File: config.mk
export PLATFORM = sky130hd
export DESIGN_NAME = lane_dispatch
export DESIGN_NICKNAME = d
export VERILOG_FILES = /design/src/rtl/dispatch_pkg.sv /design/src/rtl/exec_skid_buffer.sv /design/src/rtl/lane_dispatch.sv /design/src/rtl/packet_select.sv /design/src/rtl/packet_sequencer.sv /design/src/rtl/slot_rotator.sv
export VERILOG_INCLUDE_DIRS = /design/src /design/src/rtl
export SDC_FILE = /design/constraint.sdc
export NUM_CORES = 1
export LEC_CHECK = 0
export BUFFER_PORTS_ARGS = -buffer_cell sky130_fd_sc_hd__buf_4
export CAP_MARGIN = 30
export CELL_PAD_IN_SITES_DETAIL_PLACEMENT = 0
export CELL_PAD_IN_SITES_GLOBAL_PLACEMENT = 1
export CORE_AREA = 4 4 279 281
export CTS_CLUSTER_SIZE = 30
export DETAILED_ROUTE_END_ITERATION = 12
export DIE_AREA = 0 0 283 285
export PLACE_DENSITY_LB_ADDON = 0.1
export SYNTH_ARGS = -nofsm -noshare
export SYNTH_HDL_FRONTEND = slang
export SYNTH_SLANG_ARGS = --single-unit
File: constraint.sdc
create_clock -name clk -period 18.3 [get_ports clk]
set_clock_uncertainty 0.1 [all_clocks]
set_input_delay 0.915 -clock clk [delete_from_list [all_inputs] [get_ports clk]]
set_output_delay 0.915 -clock clk [all_outputs]
set_load 0.1 [all_outputs]
File: src/rtl/dispatch_defines.svh
// Dispatch stage sizes

`ifndef DISPATCH_DEFINES_SVH
`define DISPATCH_DEFINES_SVH

// issue slots feeding the stage
`define DSP_ISSUE_WIDTH 2

// threads per warp and lanes of the execute port
`define DSP_THREADS 8
`define DSP_LANES 4

// operand width
`define DSP_XLEN 16

// instruction fields
`define DSP_UUID_W 8
`define DSP_OP_W 4
`define DSP_WIS_W 2

`endif

File: src/rtl/dispatch_pkg.sv
// Dispatch stage package

`include "dispatch_defines.svh"

package dispatch_pkg;

    // each warp is cut into this many lane packets
    localparam int NUM_PACKETS = `DSP_THREADS / `DSP_LANES;

    localparam int PID_W = (NUM_PACKETS > 1) ? $clog2(NUM_PACKETS) : 1;

    localparam int SLOT_W = (`DSP_ISSUE_WIDTH > 1) ? $clog2(`DSP_ISSUE_WIDTH) : 1;

    // warp id holds the warp-in-slot number above the slot index
    localparam int NW_W = `DSP_WIS_W + SLOT_W;

    function automatic logic [NW_W-1:0] warp_id_of(
        input logic [`DSP_WIS_W-1:0] wis,
        input logic [SLOT_W-1:0]     slot
    );
        logic [NW_W-1:0] wid;
        wid = {wis, slot};
        return wid;
    endfunction

endpackage

File: src/rtl/exec_skid_buffer.sv
// Execute port elastic buffer

`timescale 1ns/1ps

module exec_skid_buffer #(
    parameter int DATAW = 8
) (
    input  logic             clk,
    input  logic             reset,
    input  logic             in_valid,
    input  logic [DATAW-1:0] in_data,
    output logic             in_ready,
    output logic             out_valid,
    output logic [DATAW-1:0] out_data,
    input  logic             out_ready
);

    logic             skid_valid;
    logic [DATAW-1:0] skid_data;
    logic             out_free;
    logic             in_fire;

    // the skid entry catches one packet while the output is stalled
    assign in_ready = !skid_valid;
    assign in_fire  = in_valid && in_ready;
    assign out_free = out_ready || !out_valid;

    always_ff @(posedge clk) begin
        if (reset) begin
            out_valid  <= 1'b0;
            skid_valid <= 1'b0;
        end else if (out_free) begin
            if (skid_valid) begin
                out_valid  <= 1'b1;
                skid_valid <= 1'b0;
            end else begin
                out_valid <= in_valid;
            end
        end else if (in_fire) begin
            skid_valid <= 1'b1;
        end
    end

    always_ff @(posedge clk) begin
        if (out_free) begin
            if (skid_valid) begin
                out_data <= skid_data;
            end else if (in_valid) begin
                out_data <= in_data;
            end
        end else if (in_fire) begin
            skid_data <= in_data;
        end
    end

    out_stable_a: assert property (
        @(posedge clk) disable iff (reset)
        out_valid && !out_ready |=> out_valid && $stable(out_data)
    );

endmodule

File: src/rtl/lane_dispatch.sv
// Lane dispatch stage

`timescale 1ns/1ps

`include "dispatch_defines.svh"

module lane_dispatch import dispatch_pkg::*; (
    input  logic                                                  clk,
    input  logic                                                  reset,
    input  logic [`DSP_ISSUE_WIDTH-1:0]                           slot_valid,
    output logic [`DSP_ISSUE_WIDTH-1:0]                           slot_ready,
    input  logic [`DSP_ISSUE_WIDTH-1:0][`DSP_UUID_W-1:0]          slot_uuid,
    input  logic [`DSP_ISSUE_WIDTH-1:0][`DSP_WIS_W-1:0]           slot_wis,
    input  logic [`DSP_ISSUE_WIDTH-1:0][`DSP_OP_W-1:0]            slot_op,
    input  logic [`DSP_ISSUE_WIDTH-1:0][`DSP_THREADS-1:0]         slot_tmask,
    input  logic [`DSP_ISSUE_WIDTH-1:0][`DSP_THREADS-1:0][`DSP_XLEN-1:0] slot_rs1,
    input  logic [`DSP_ISSUE_WIDTH-1:0][`DSP_THREADS-1:0][`DSP_XLEN-1:0] slot_rs2,
    output logic                                                  exe_valid,
    input  logic                                                  exe_ready,
    output logic [`DSP_UUID_W-1:0]                                exe_uuid,
    output logic [NW_W-1:0]                                       exe_wid,
    output logic [`DSP_OP_W-1:0]                                  exe_op,
    output logic [`DSP_LANES-1:0]                                 exe_tmask,
    output logic [`DSP_LANES-1:0][`DSP_XLEN-1:0]                  exe_rs1,
    output logic [`DSP_LANES-1:0][`DSP_XLEN-1:0]                  exe_rs2,
    output logic [PID_W-1:0]                                      exe_pid,
    output logic                                                  exe_sop,
    output logic                                                  exe_eop
);

    localparam int PKT_W = `DSP_UUID_W + NW_W + `DSP_OP_W + `DSP_LANES
                         + 2 * `DSP_LANES * `DSP_XLEN + PID_W + 2;

    logic [SLOT_W-1:0]                      cur_slot;
    logic                                   cur_valid;
    logic [`DSP_UUID_W-1:0]                 cur_uuid;
    logic [NW_W-1:0]                        cur_wid;
    logic [`DSP_OP_W-1:0]                   cur_op;
    logic [`DSP_THREADS-1:0]                cur_tmask;
    logic [`DSP_THREADS-1:0][`DSP_XLEN-1:0] cur_rs1;
    logic [`DSP_THREADS-1:0][`DSP_XLEN-1:0] cur_rs2;
    logic [PID_W-1:0]                       start_pid;
    logic [PID_W-1:0]                       end_pid;
    logic [`DSP_LANES-1:0]                  pkt_tmask;
    logic [`DSP_LANES-1:0][`DSP_XLEN-1:0]   pkt_rs1;
    logic [`DSP_LANES-1:0][`DSP_XLEN-1:0]   pkt_rs2;
    logic                                   pkt_valid;
    logic                                   pkt_ready;
    logic                                   pkt_sop;
    logic                                   pkt_eop;
    logic [NUM_PACKETS-1:0]                 sent_mask;
    logic                                   batch_done;
    logic [PKT_W-1:0]                       in_word;
    logic [PKT_W-1:0]                       out_word;

    slot_rotator u_rotator (
        .clk, .reset, .batch_done, .slot_valid, .slot_uuid, .slot_wis, .slot_op,
        .slot_tmask, .slot_rs1, .slot_rs2, .cur_slot, .cur_valid, .cur_uuid,
        .cur_wid, .cur_op, .cur_tmask, .cur_rs1, .cur_rs2
    );

    packet_select u_select (
        .cur_tmask, .cur_rs1, .cur_rs2, .sent_mask,
        .start_pid, .end_pid, .pkt_tmask, .pkt_rs1, .pkt_rs2
    );

    packet_sequencer u_sequencer (
        .clk, .reset, .cur_valid, .cur_slot, .start_pid, .end_pid, .pkt_ready,
        .pkt_valid, .pkt_sop, .pkt_eop, .sent_mask, .batch_done, .slot_ready
    );

    // field order of the buffer word matches the unpacking below
    assign in_word = {cur_uuid, cur_wid, cur_op, pkt_tmask, pkt_rs1, pkt_rs2,
                      start_pid, pkt_sop, pkt_eop};

    exec_skid_buffer #(.DATAW(PKT_W)) u_buffer (
        .clk, .reset, .in_valid(pkt_valid), .in_data(in_word), .in_ready(pkt_ready),
        .out_valid(exe_valid), .out_data(out_word), .out_ready(exe_ready)
    );

    assign {exe_uuid, exe_wid, exe_op, exe_tmask, exe_rs1, exe_rs2,
            exe_pid, exe_sop, exe_eop} = out_word;

endmodule

File: src/rtl/packet_select.sv
// Lane packet selection

`timescale 1ns/1ps

`include "dispatch_defines.svh"

module packet_select import dispatch_pkg::*; (
    input  logic [`DSP_THREADS-1:0]                cur_tmask,
    input  logic [`DSP_THREADS-1:0][`DSP_XLEN-1:0] cur_rs1,
    input  logic [`DSP_THREADS-1:0][`DSP_XLEN-1:0] cur_rs2,
    input  logic [NUM_PACKETS-1:0]                 sent_mask,
    output logic [PID_W-1:0]                       start_pid,
    output logic [PID_W-1:0]                       end_pid,
    output logic [`DSP_LANES-1:0]                  pkt_tmask,
    output logic [`DSP_LANES-1:0][`DSP_XLEN-1:0]   pkt_rs1,
    output logic [`DSP_LANES-1:0][`DSP_XLEN-1:0]   pkt_rs2
);

    logic [NUM_PACKETS-1:0][`DSP_LANES-1:0]                per_tmask;
    logic [NUM_PACKETS-1:0][`DSP_LANES-1:0][`DSP_XLEN-1:0] per_rs1;
    logic [NUM_PACKETS-1:0][`DSP_LANES-1:0][`DSP_XLEN-1:0] per_rs2;
    logic [NUM_PACKETS-1:0]                                nonempty;

    // packet i takes threads i*LANES up to i*LANES+LANES-1
    for (genvar i = 0; i < NUM_PACKETS; i++) begin : g_pkt
        for (genvar j = 0; j < `DSP_LANES; j++) begin : g_lane
            localparam int K = i * `DSP_LANES + j;
            assign per_tmask[i][j] = cur_tmask[K];
            assign per_rs1[i][j]   = cur_rs1[K];
            assign per_rs2[i][j]   = cur_rs2[K];
        end
        assign nonempty[i] = |per_tmask[i];
    end

    // lowest nonempty packet that has not gone out yet
    always_comb begin
        logic found;
        found     = 1'b0;
        start_pid = '0;
        for (int i = 0; i < NUM_PACKETS; i++) begin
            if (nonempty[i] && !sent_mask[i] && !found) begin
                start_pid = PID_W'(i);
                found     = 1'b1;
            end
        end
    end

    // highest nonempty packet, the last one wins the scan
    always_comb begin
        end_pid = '0;
        for (int i = 0; i < NUM_PACKETS; i++) begin
            if (nonempty[i]) begin
                end_pid = PID_W'(i);
            end
        end
    end

    // an all-zero warp falls back to packet 0 with an empty mask
    assign pkt_tmask = per_tmask[start_pid];
    assign pkt_rs1   = per_rs1[start_pid];
    assign pkt_rs2   = per_rs2[start_pid];

endmodule

File: src/rtl/packet_sequencer.sv
// Lane packet sequencer

`timescale 1ns/1ps

`include "dispatch_defines.svh"

module packet_sequencer import dispatch_pkg::*; (
    input  logic                        clk,
    input  logic                        reset,
    input  logic                        cur_valid,
    input  logic [SLOT_W-1:0]           cur_slot,
    input  logic [PID_W-1:0]            start_pid,
    input  logic [PID_W-1:0]            end_pid,
    input  logic                        pkt_ready,
    output logic                        pkt_valid,
    output logic                        pkt_sop,
    output logic                        pkt_eop,
    output logic [NUM_PACKETS-1:0]      sent_mask,
    output logic                        batch_done,
    output logic [`DSP_ISSUE_WIDTH-1:0] slot_ready
);

    localparam logic IDLE_SLOT = 1'b0;
    localparam logic SENDING   = 1'b1;

    logic state;
    logic fire;
    logic fire_eop;

    assign pkt_valid = cur_valid;
    assign pkt_sop   = (state == IDLE_SLOT);
    assign pkt_eop   = (start_pid == end_pid);

    assign fire      = pkt_valid && pkt_ready;
    assign fire_eop  = fire && pkt_eop;

    assign batch_done = !cur_valid || fire_eop;

    always_ff @(posedge clk) begin
        if (reset) begin
            state     <= IDLE_SLOT;
            sent_mask <= '0;
        end else if (batch_done) begin
            state     <= IDLE_SLOT;
            sent_mask <= '0;
        end else if (fire) begin
            state              <= SENDING;
            sent_mask[start_pid] <= 1'b1;
        end
    end

    // only the slot being served is released, and only with its last packet
    always_comb begin
        slot_ready = '0;
        if (fire_eop) begin
            slot_ready[cur_slot] = 1'b1;
        end
    end

    slot_ready_onehot_a: assert property (
        @(posedge clk) disable iff (reset)
        $onehot0(slot_ready)
    );

    // a slot may not vanish halfway through its packets
    no_valid_when_idle_a: assert property (
        @(posedge clk) disable iff (reset)
        !cur_valid |-> state == IDLE_SLOT
    );

endmodule

File: src/rtl/slot_rotator.sv
// Issue slot rotator

`timescale 1ns/1ps

`include "dispatch_defines.svh"

module slot_rotator import dispatch_pkg::*; (
    input  logic                                                  clk,
    input  logic                                                  reset,
    input  logic                                                  batch_done,
    input  logic [`DSP_ISSUE_WIDTH-1:0]                           slot_valid,
    input  logic [`DSP_ISSUE_WIDTH-1:0][`DSP_UUID_W-1:0]          slot_uuid,
    input  logic [`DSP_ISSUE_WIDTH-1:0][`DSP_WIS_W-1:0]           slot_wis,
    input  logic [`DSP_ISSUE_WIDTH-1:0][`DSP_OP_W-1:0]            slot_op,
    input  logic [`DSP_ISSUE_WIDTH-1:0][`DSP_THREADS-1:0]         slot_tmask,
    input  logic [`DSP_ISSUE_WIDTH-1:0][`DSP_THREADS-1:0][`DSP_XLEN-1:0] slot_rs1,
    input  logic [`DSP_ISSUE_WIDTH-1:0][`DSP_THREADS-1:0][`DSP_XLEN-1:0] slot_rs2,
    output logic [SLOT_W-1:0]                                     cur_slot,
    output logic                                                  cur_valid,
    output logic [`DSP_UUID_W-1:0]                                cur_uuid,
    output logic [NW_W-1:0]                                       cur_wid,
    output logic [`DSP_OP_W-1:0]                                  cur_op,
    output logic [`DSP_THREADS-1:0]                               cur_tmask,
    output logic [`DSP_THREADS-1:0][`DSP_XLEN-1:0]                cur_rs1,
    output logic [`DSP_THREADS-1:0][`DSP_XLEN-1:0]                cur_rs2
);

    // the counter moves on once the current slot is finished or empty
    always_ff @(posedge clk) begin
        if (reset) begin
            cur_slot <= '0;
        end else if (batch_done) begin
            if (cur_slot == SLOT_W'(`DSP_ISSUE_WIDTH - 1)) begin
                cur_slot <= '0;
            end else begin
                cur_slot <= cur_slot + SLOT_W'(1);
            end
        end
    end

    assign cur_valid = slot_valid[cur_slot];
    assign cur_uuid  = slot_uuid[cur_slot];
    assign cur_op    = slot_op[cur_slot];
    assign cur_tmask = slot_tmask[cur_slot];
    assign cur_rs1   = slot_rs1[cur_slot];
    assign cur_rs2   = slot_rs2[cur_slot];

    assign cur_wid = warp_id_of(slot_wis[cur_slot], cur_slot);

    // a slot that is still being served must not change its instruction
    uuid_held_a: assert property (
        @(posedge clk) disable iff (reset)
        cur_valid && !batch_done |=> cur_valid && $stable(cur_uuid)
    );

endmodule

## Word level (Yosys, flattened, before mapping)

Index checks and enable logic that the tools add are counted.

- Reduce and logical (&&, ||, !) cells: 22
- $add $sub $neg: 1
- Multiplexer cells: 32
- Bitwise operators: 3
- Magnitude comparators: 4
- Equality and inequality tests: 1

Operators with widths:

| kind | count |
|---|---|
| $mux 128 | 4 |
| $mux 150 | 2 |
| $mux 64 | 4 |
| $mux 8 | 4 |
| $mux 4 | 4 |
| $mux 1 | 9 |
| $reduce_or 4->1 | 2 |
| $logic_and 1x1->1 | 7 |
| $logic_not 1->1 | 6 |
| $mux 2 | 3 |
| $lt 1x2->1 const B | 2 |
| $reduce_and 2->1 | 2 |
| $reduce_or 2->1 | 2 |
| $demux 1 s1 | 2 |
| $ge 1x1->1 const B | 2 |
| $logic_or 1x1->1 | 2 |
| $not 1->1 | 2 |
| $or 2x2->2 | 1 |
| $reduce_bool 2->1 | 1 |
| $add 1x1->1 const B | 1 |
| $eq 1x1->1 | 1 |

- Word-level logic and storage cells: 70
- Output and inout port bits: 153
- Flip-flop bits (word level): 306
- Input bits: 561

## Logic depth before layout (Yosys ltp)

- Word-level depth: 13
- Mapped depth: 8
- Gate-level depth less buffers: 6

## Modules after synthesis

From an unflattened synthesis, not the netlist that was laid out.

- Cell total of the unflattened synthesis: 964
- Area, all modules: 17201.5 µm²

Modules (own cells, without submodules):

| module | area each (µm²) | sequential area each (µm²) | instances | cells an instance |
|---|---|---|---|---|
| exec_skid_buffer | 11121.9 | 9048.7 | 1 | 476 |
| slot_rotator | 4231.6 | 20.0 | 1 | 314 |
| packet_select | 1659.1 | 0.0 | 1 | 151 |
| packet_sequencer | 188.9 | 60.1 | 1 | 23 |

## Least setup slack after synthesis

Ideal clock, no wire load.

- Path type: input -> register
- Start point: in slot_valid[0]
- End point: reg u_buffer.out_data[0] (enable)
- Stages: 3
- Slack: 5.266 ns
- Data required time: 17.313 ns
- Arrival time: 12.046 ns
- Library setup time: 0.887 ns
- Path buffers: 0
- Path through: nor2b_1 -> a21oi_1 -> a21boi_0

- Word-level cells in the longest chain between the ends: 4

RTL lines:

| item | RTL line | text |
|---|---|---|
| from (decl) | lane_dispatch.sv:10 | `` input logic [`DSP_ISSUE_WIDTH-1:0] slot_valid, `` |
| $mux 1 (implied by the code) (2 in series) | slot_rotator.sv:41 | `assign cur_valid = slot_valid[cur_slot];` |
| $reduce_bool 2->1 (no source line) | n/a |  |
| $reduce_and 2->1 (no source line) | n/a |  |
| to (signal assigned) | exec_skid_buffer.sv:47 | `out_data <= skid_data;` |
| to (signal assigned) | exec_skid_buffer.sv:49 | `out_data <= in_data;` |
| to (decl) | exec_skid_buffer.sv:14 | `output logic [DATAW-1:0] out_data,` |

Every way passes these cells. The select of a mux whose other input is x is not followed.
A chain may end at the register's enable or synchronous reset.

## Final worst setup path

- Start point: reg u_rotator.cur_slot
- End point: reg u_buffer.out_data[63] (data pin)

- Word-level cells in the longest chain between the ends: 12
- Elaborated cells between the ends (all ways): 16
- Those cells by class: mux: 10; reduce/logical: 6

RTL lines:

| item | RTL line | text |
|---|---|---|
| from (decl) | slot_rotator.sv:18 | `output logic [SLOT_W-1:0] cur_slot,` |
| from (signal assigned) | slot_rotator.sv:36 | `cur_slot <= cur_slot + SLOT_W'(1);` |
| $mux 8 (implied by the code) (2 in series) | slot_rotator.sv:44 | `assign cur_tmask = slot_tmask[cur_slot];` |
| $reduce_or 4->1 | packet_select.sv:32 | `assign nonempty[i] = \|per_tmask[i];` |
| $logic_and 1x1->1 | packet_select.sv:41 | `if (nonempty[i] && !sent_mask[i] && !found) begin` |
| $mux 1 | packet_select.sv:41 |  |
| $logic_not 1->1 | packet_select.sv:41 |  |
| $logic_and 1x1->1 | packet_select.sv:41 |  |
| $mux 1 | packet_select.sv:41 |  |
| $mux 64 (implied by the code) * (2 in series) | packet_select.sv:61 | `assign pkt_rs2 = per_rs2[start_pid];` |
| $mux 150 * | exec_skid_buffer.sv:48 | `end else if (in_valid) begin` |
| $mux 150 * | exec_skid_buffer.sv:46 | `if (skid_valid) begin` |

Every way passes the cells marked *; elsewhere a longest branch is shown, timed or not. The select of a mux whose other input is x is not followed.

==> run metrics <==
Die Ht=285 um; P&R area growth vs syn=39.3%; maximum vdd drop=58.5 uV; buffer depth of the longest clock path=3; Initial Util=0.249; synthesized flop and latch total=306; Layout fillers=7,637; global-route wire length before repair=111 mm; Nets=2,779; Min-Delay Path Class=reg2reg; largest net degree at the start of global routing=146; Vias per Instance=4.72; synth warn=0; DP Wirelength=56.0 mm; 1st-pass router iterations=4; final number of hold-violating endpoints=0; Mapped Cells=1,557; # DRC=0; measured slew at the worst slew-check pin=1.14 ns; clock transition at the registers of the reported paths=0.06 ns; Synth top area share=0.480; Slew Viols, Final=0; CTS sink cnt=306; Tcrit/Tclk final=0.293; Hold-fix buffers, CTS=0; count of input and output buffers=713; Setup-failing EPs final=0; total power=2800 uW; Max Fanout on Critical Path=63; Via Count=15,300; pre-CTS setup slack=12.51 ns; Worst setup EP type=register; vias in the first global route=16,000; root buffer cell=clkbuf_16; Die ar.=80,700 um2; CP arrival=5.62 ns; Non-Filler Instances=3,234; H-tree Lvls=2; post-synth cell types=33; CP Launch Type=register; WL/cell=24.1 um; register area share after synthesis=0.486; total grt overflow=0; Num CTS Buffers=41; most frequent cell after synthesis=mux2i_1; synth top area cells=edfxtp_1, mux2i_1, mux2_2; status=finished clean; CP Class=reg2reg; slew margin rel.=0.240; CORE AREA=75,400 um2; post-synthesis async set-or-reset flop share=0; initial antenna violation count=9; post-CTS sizing=0; Setup TNS=0 ns; Routed Antenna Nets=0; Post-synth EDFFs=300; fraction of layout cells with a size suffix above 1=0.437; final setup margin=12.93 ns; gr usage total=0.182; Main synth FF type=edfxtp_1; RSZ-0062 raised after global routing=false; post-placement cell count=3,150; Post-Syn Area=18,800 um2; CTS tree=yes; Chip Width=283 um; Max-Cap Viols=0; Fmax=0.186 GHz; final WL=77.8 mm; Power Density=107 nW/um2; LEAKAGE=0.0108 uW; postcts setup bufs=0; Commonest cells post-synth=mux2i_1, edfxtp_1, nor2_1, mux2_2, inv_1; Area after DPL=24,800 um2; IO Pins=714; Final min period=5.37 ns; Worst Path Required=18.55 ns; Final Cell Area=26,200 um2; Starting DRT DRC Count=731; Synth area leader=edfxtp_1; syn_nets=2,118; Core Rows=101; final RePlAce weighted congestion=0.804; synthesized area per cell=12.1 um2; worst-skew pair later-pin latency=0.55 ns
==> critical path, cell delays in order, from the launching register on <==
cell	delay, ns
dfxtp_4	0.75
nor3_1	0.18
a22o_1	0.26
a31oi_4	0.77
buf_4	0.76
buf_4	0.69
buf_4	0.88
mux2_2	0.42
a221oi_1	0.24
==> area by class of cell <==
cell class                      instances  area [um2]  area share
Antenna cell                            5        12.5    0.000478
Clock buffer                           56        1140      0.0438
Clock inverter                         20         144     0.00550
Inverter                              133         499      0.0191
Multi-Input combinational cell        995        8330       0.319
Sequential cell                       306        9140       0.349
Tap cell                              978        1220      0.0468
Timing Repair Buffer                  741        5670       0.217
==> power breakdown <==
group	internal, uW	leakage, uW	switching, uW
Clock	465	0.000629	324
Combinational	343	0.00732	752
Sequential	887	0.00284	26.6
==> stage by stage <==
step | utilization | hold slack (ns)
after floorplan | - | 0.337
after global placement | 0.328 | 0.358
after detailed placement | 0.328 | 0.362
after CTS | 0.346 | 0.381
after global routing | 0.347 | 0.410
final | 0.347 | 0.379
==> final timing paths <==
path	from	to	slack, ns	cells after the start
hold / removal	u_sequencer.state	u_buffer.skid_data[1]	0.38	1
setup / recovery	u_rotator.cur_slot	u_buffer.out_data[63]	12.93	8
hold reg to reg	u_sequencer.state	u_buffer.skid_data[1]	0.38	1
setup reg to reg	u_rotator.cur_slot	u_buffer.out_data[63]	12.93	8
==> sequential cells by signal (all words and copies together) (netlist names) <==
signal                 count
u_buffer.out_valid         1
u_sequencer.state          1
u_buffer.out_data        150
u_buffer.skid_data       150
u_sequencer.sent_mask      2
u_rotator.cur_slot         1
u_buffer.skid_valid        1
==> cells in the final DEF (no fill, tap or decap), drive strengths merged, types with 6 or more instances in the layout <==
cell / n
nand2: 9
clkinv: 16
nor2: 268
edfxtp: 300
buf: 741
mux2i: 393
clkbuf: 56
dfxtp: 6
mux2: 161
inv: 134
a221oi: 131
==> per-layer routing <==
| layer | routed length [um] | GRT usage | share of wire |
|---|---|---|---|
| met4 | 1660 | 0.0445 | 0.021 |
| met1 | 30900 | 0.214 | 0.40 |
| met5 | 50 | 0 | 0.00064 |
| met3 | 4950 | 0.0528 | 0.064 |
| met2 | 40300 | 0.328 | 0.52 |
==> cell families after synthesis <==
kind of cell | Yosys count | share of synthesized area
compound gates | 143 | 0.0713
simple gates | 296 | 0.0624
mux | 556 | 0.308
buf+inv | 256 | 0.0717
flops | 306 | 0.486
Note: power is estimated with default switching activity, not from simulation.
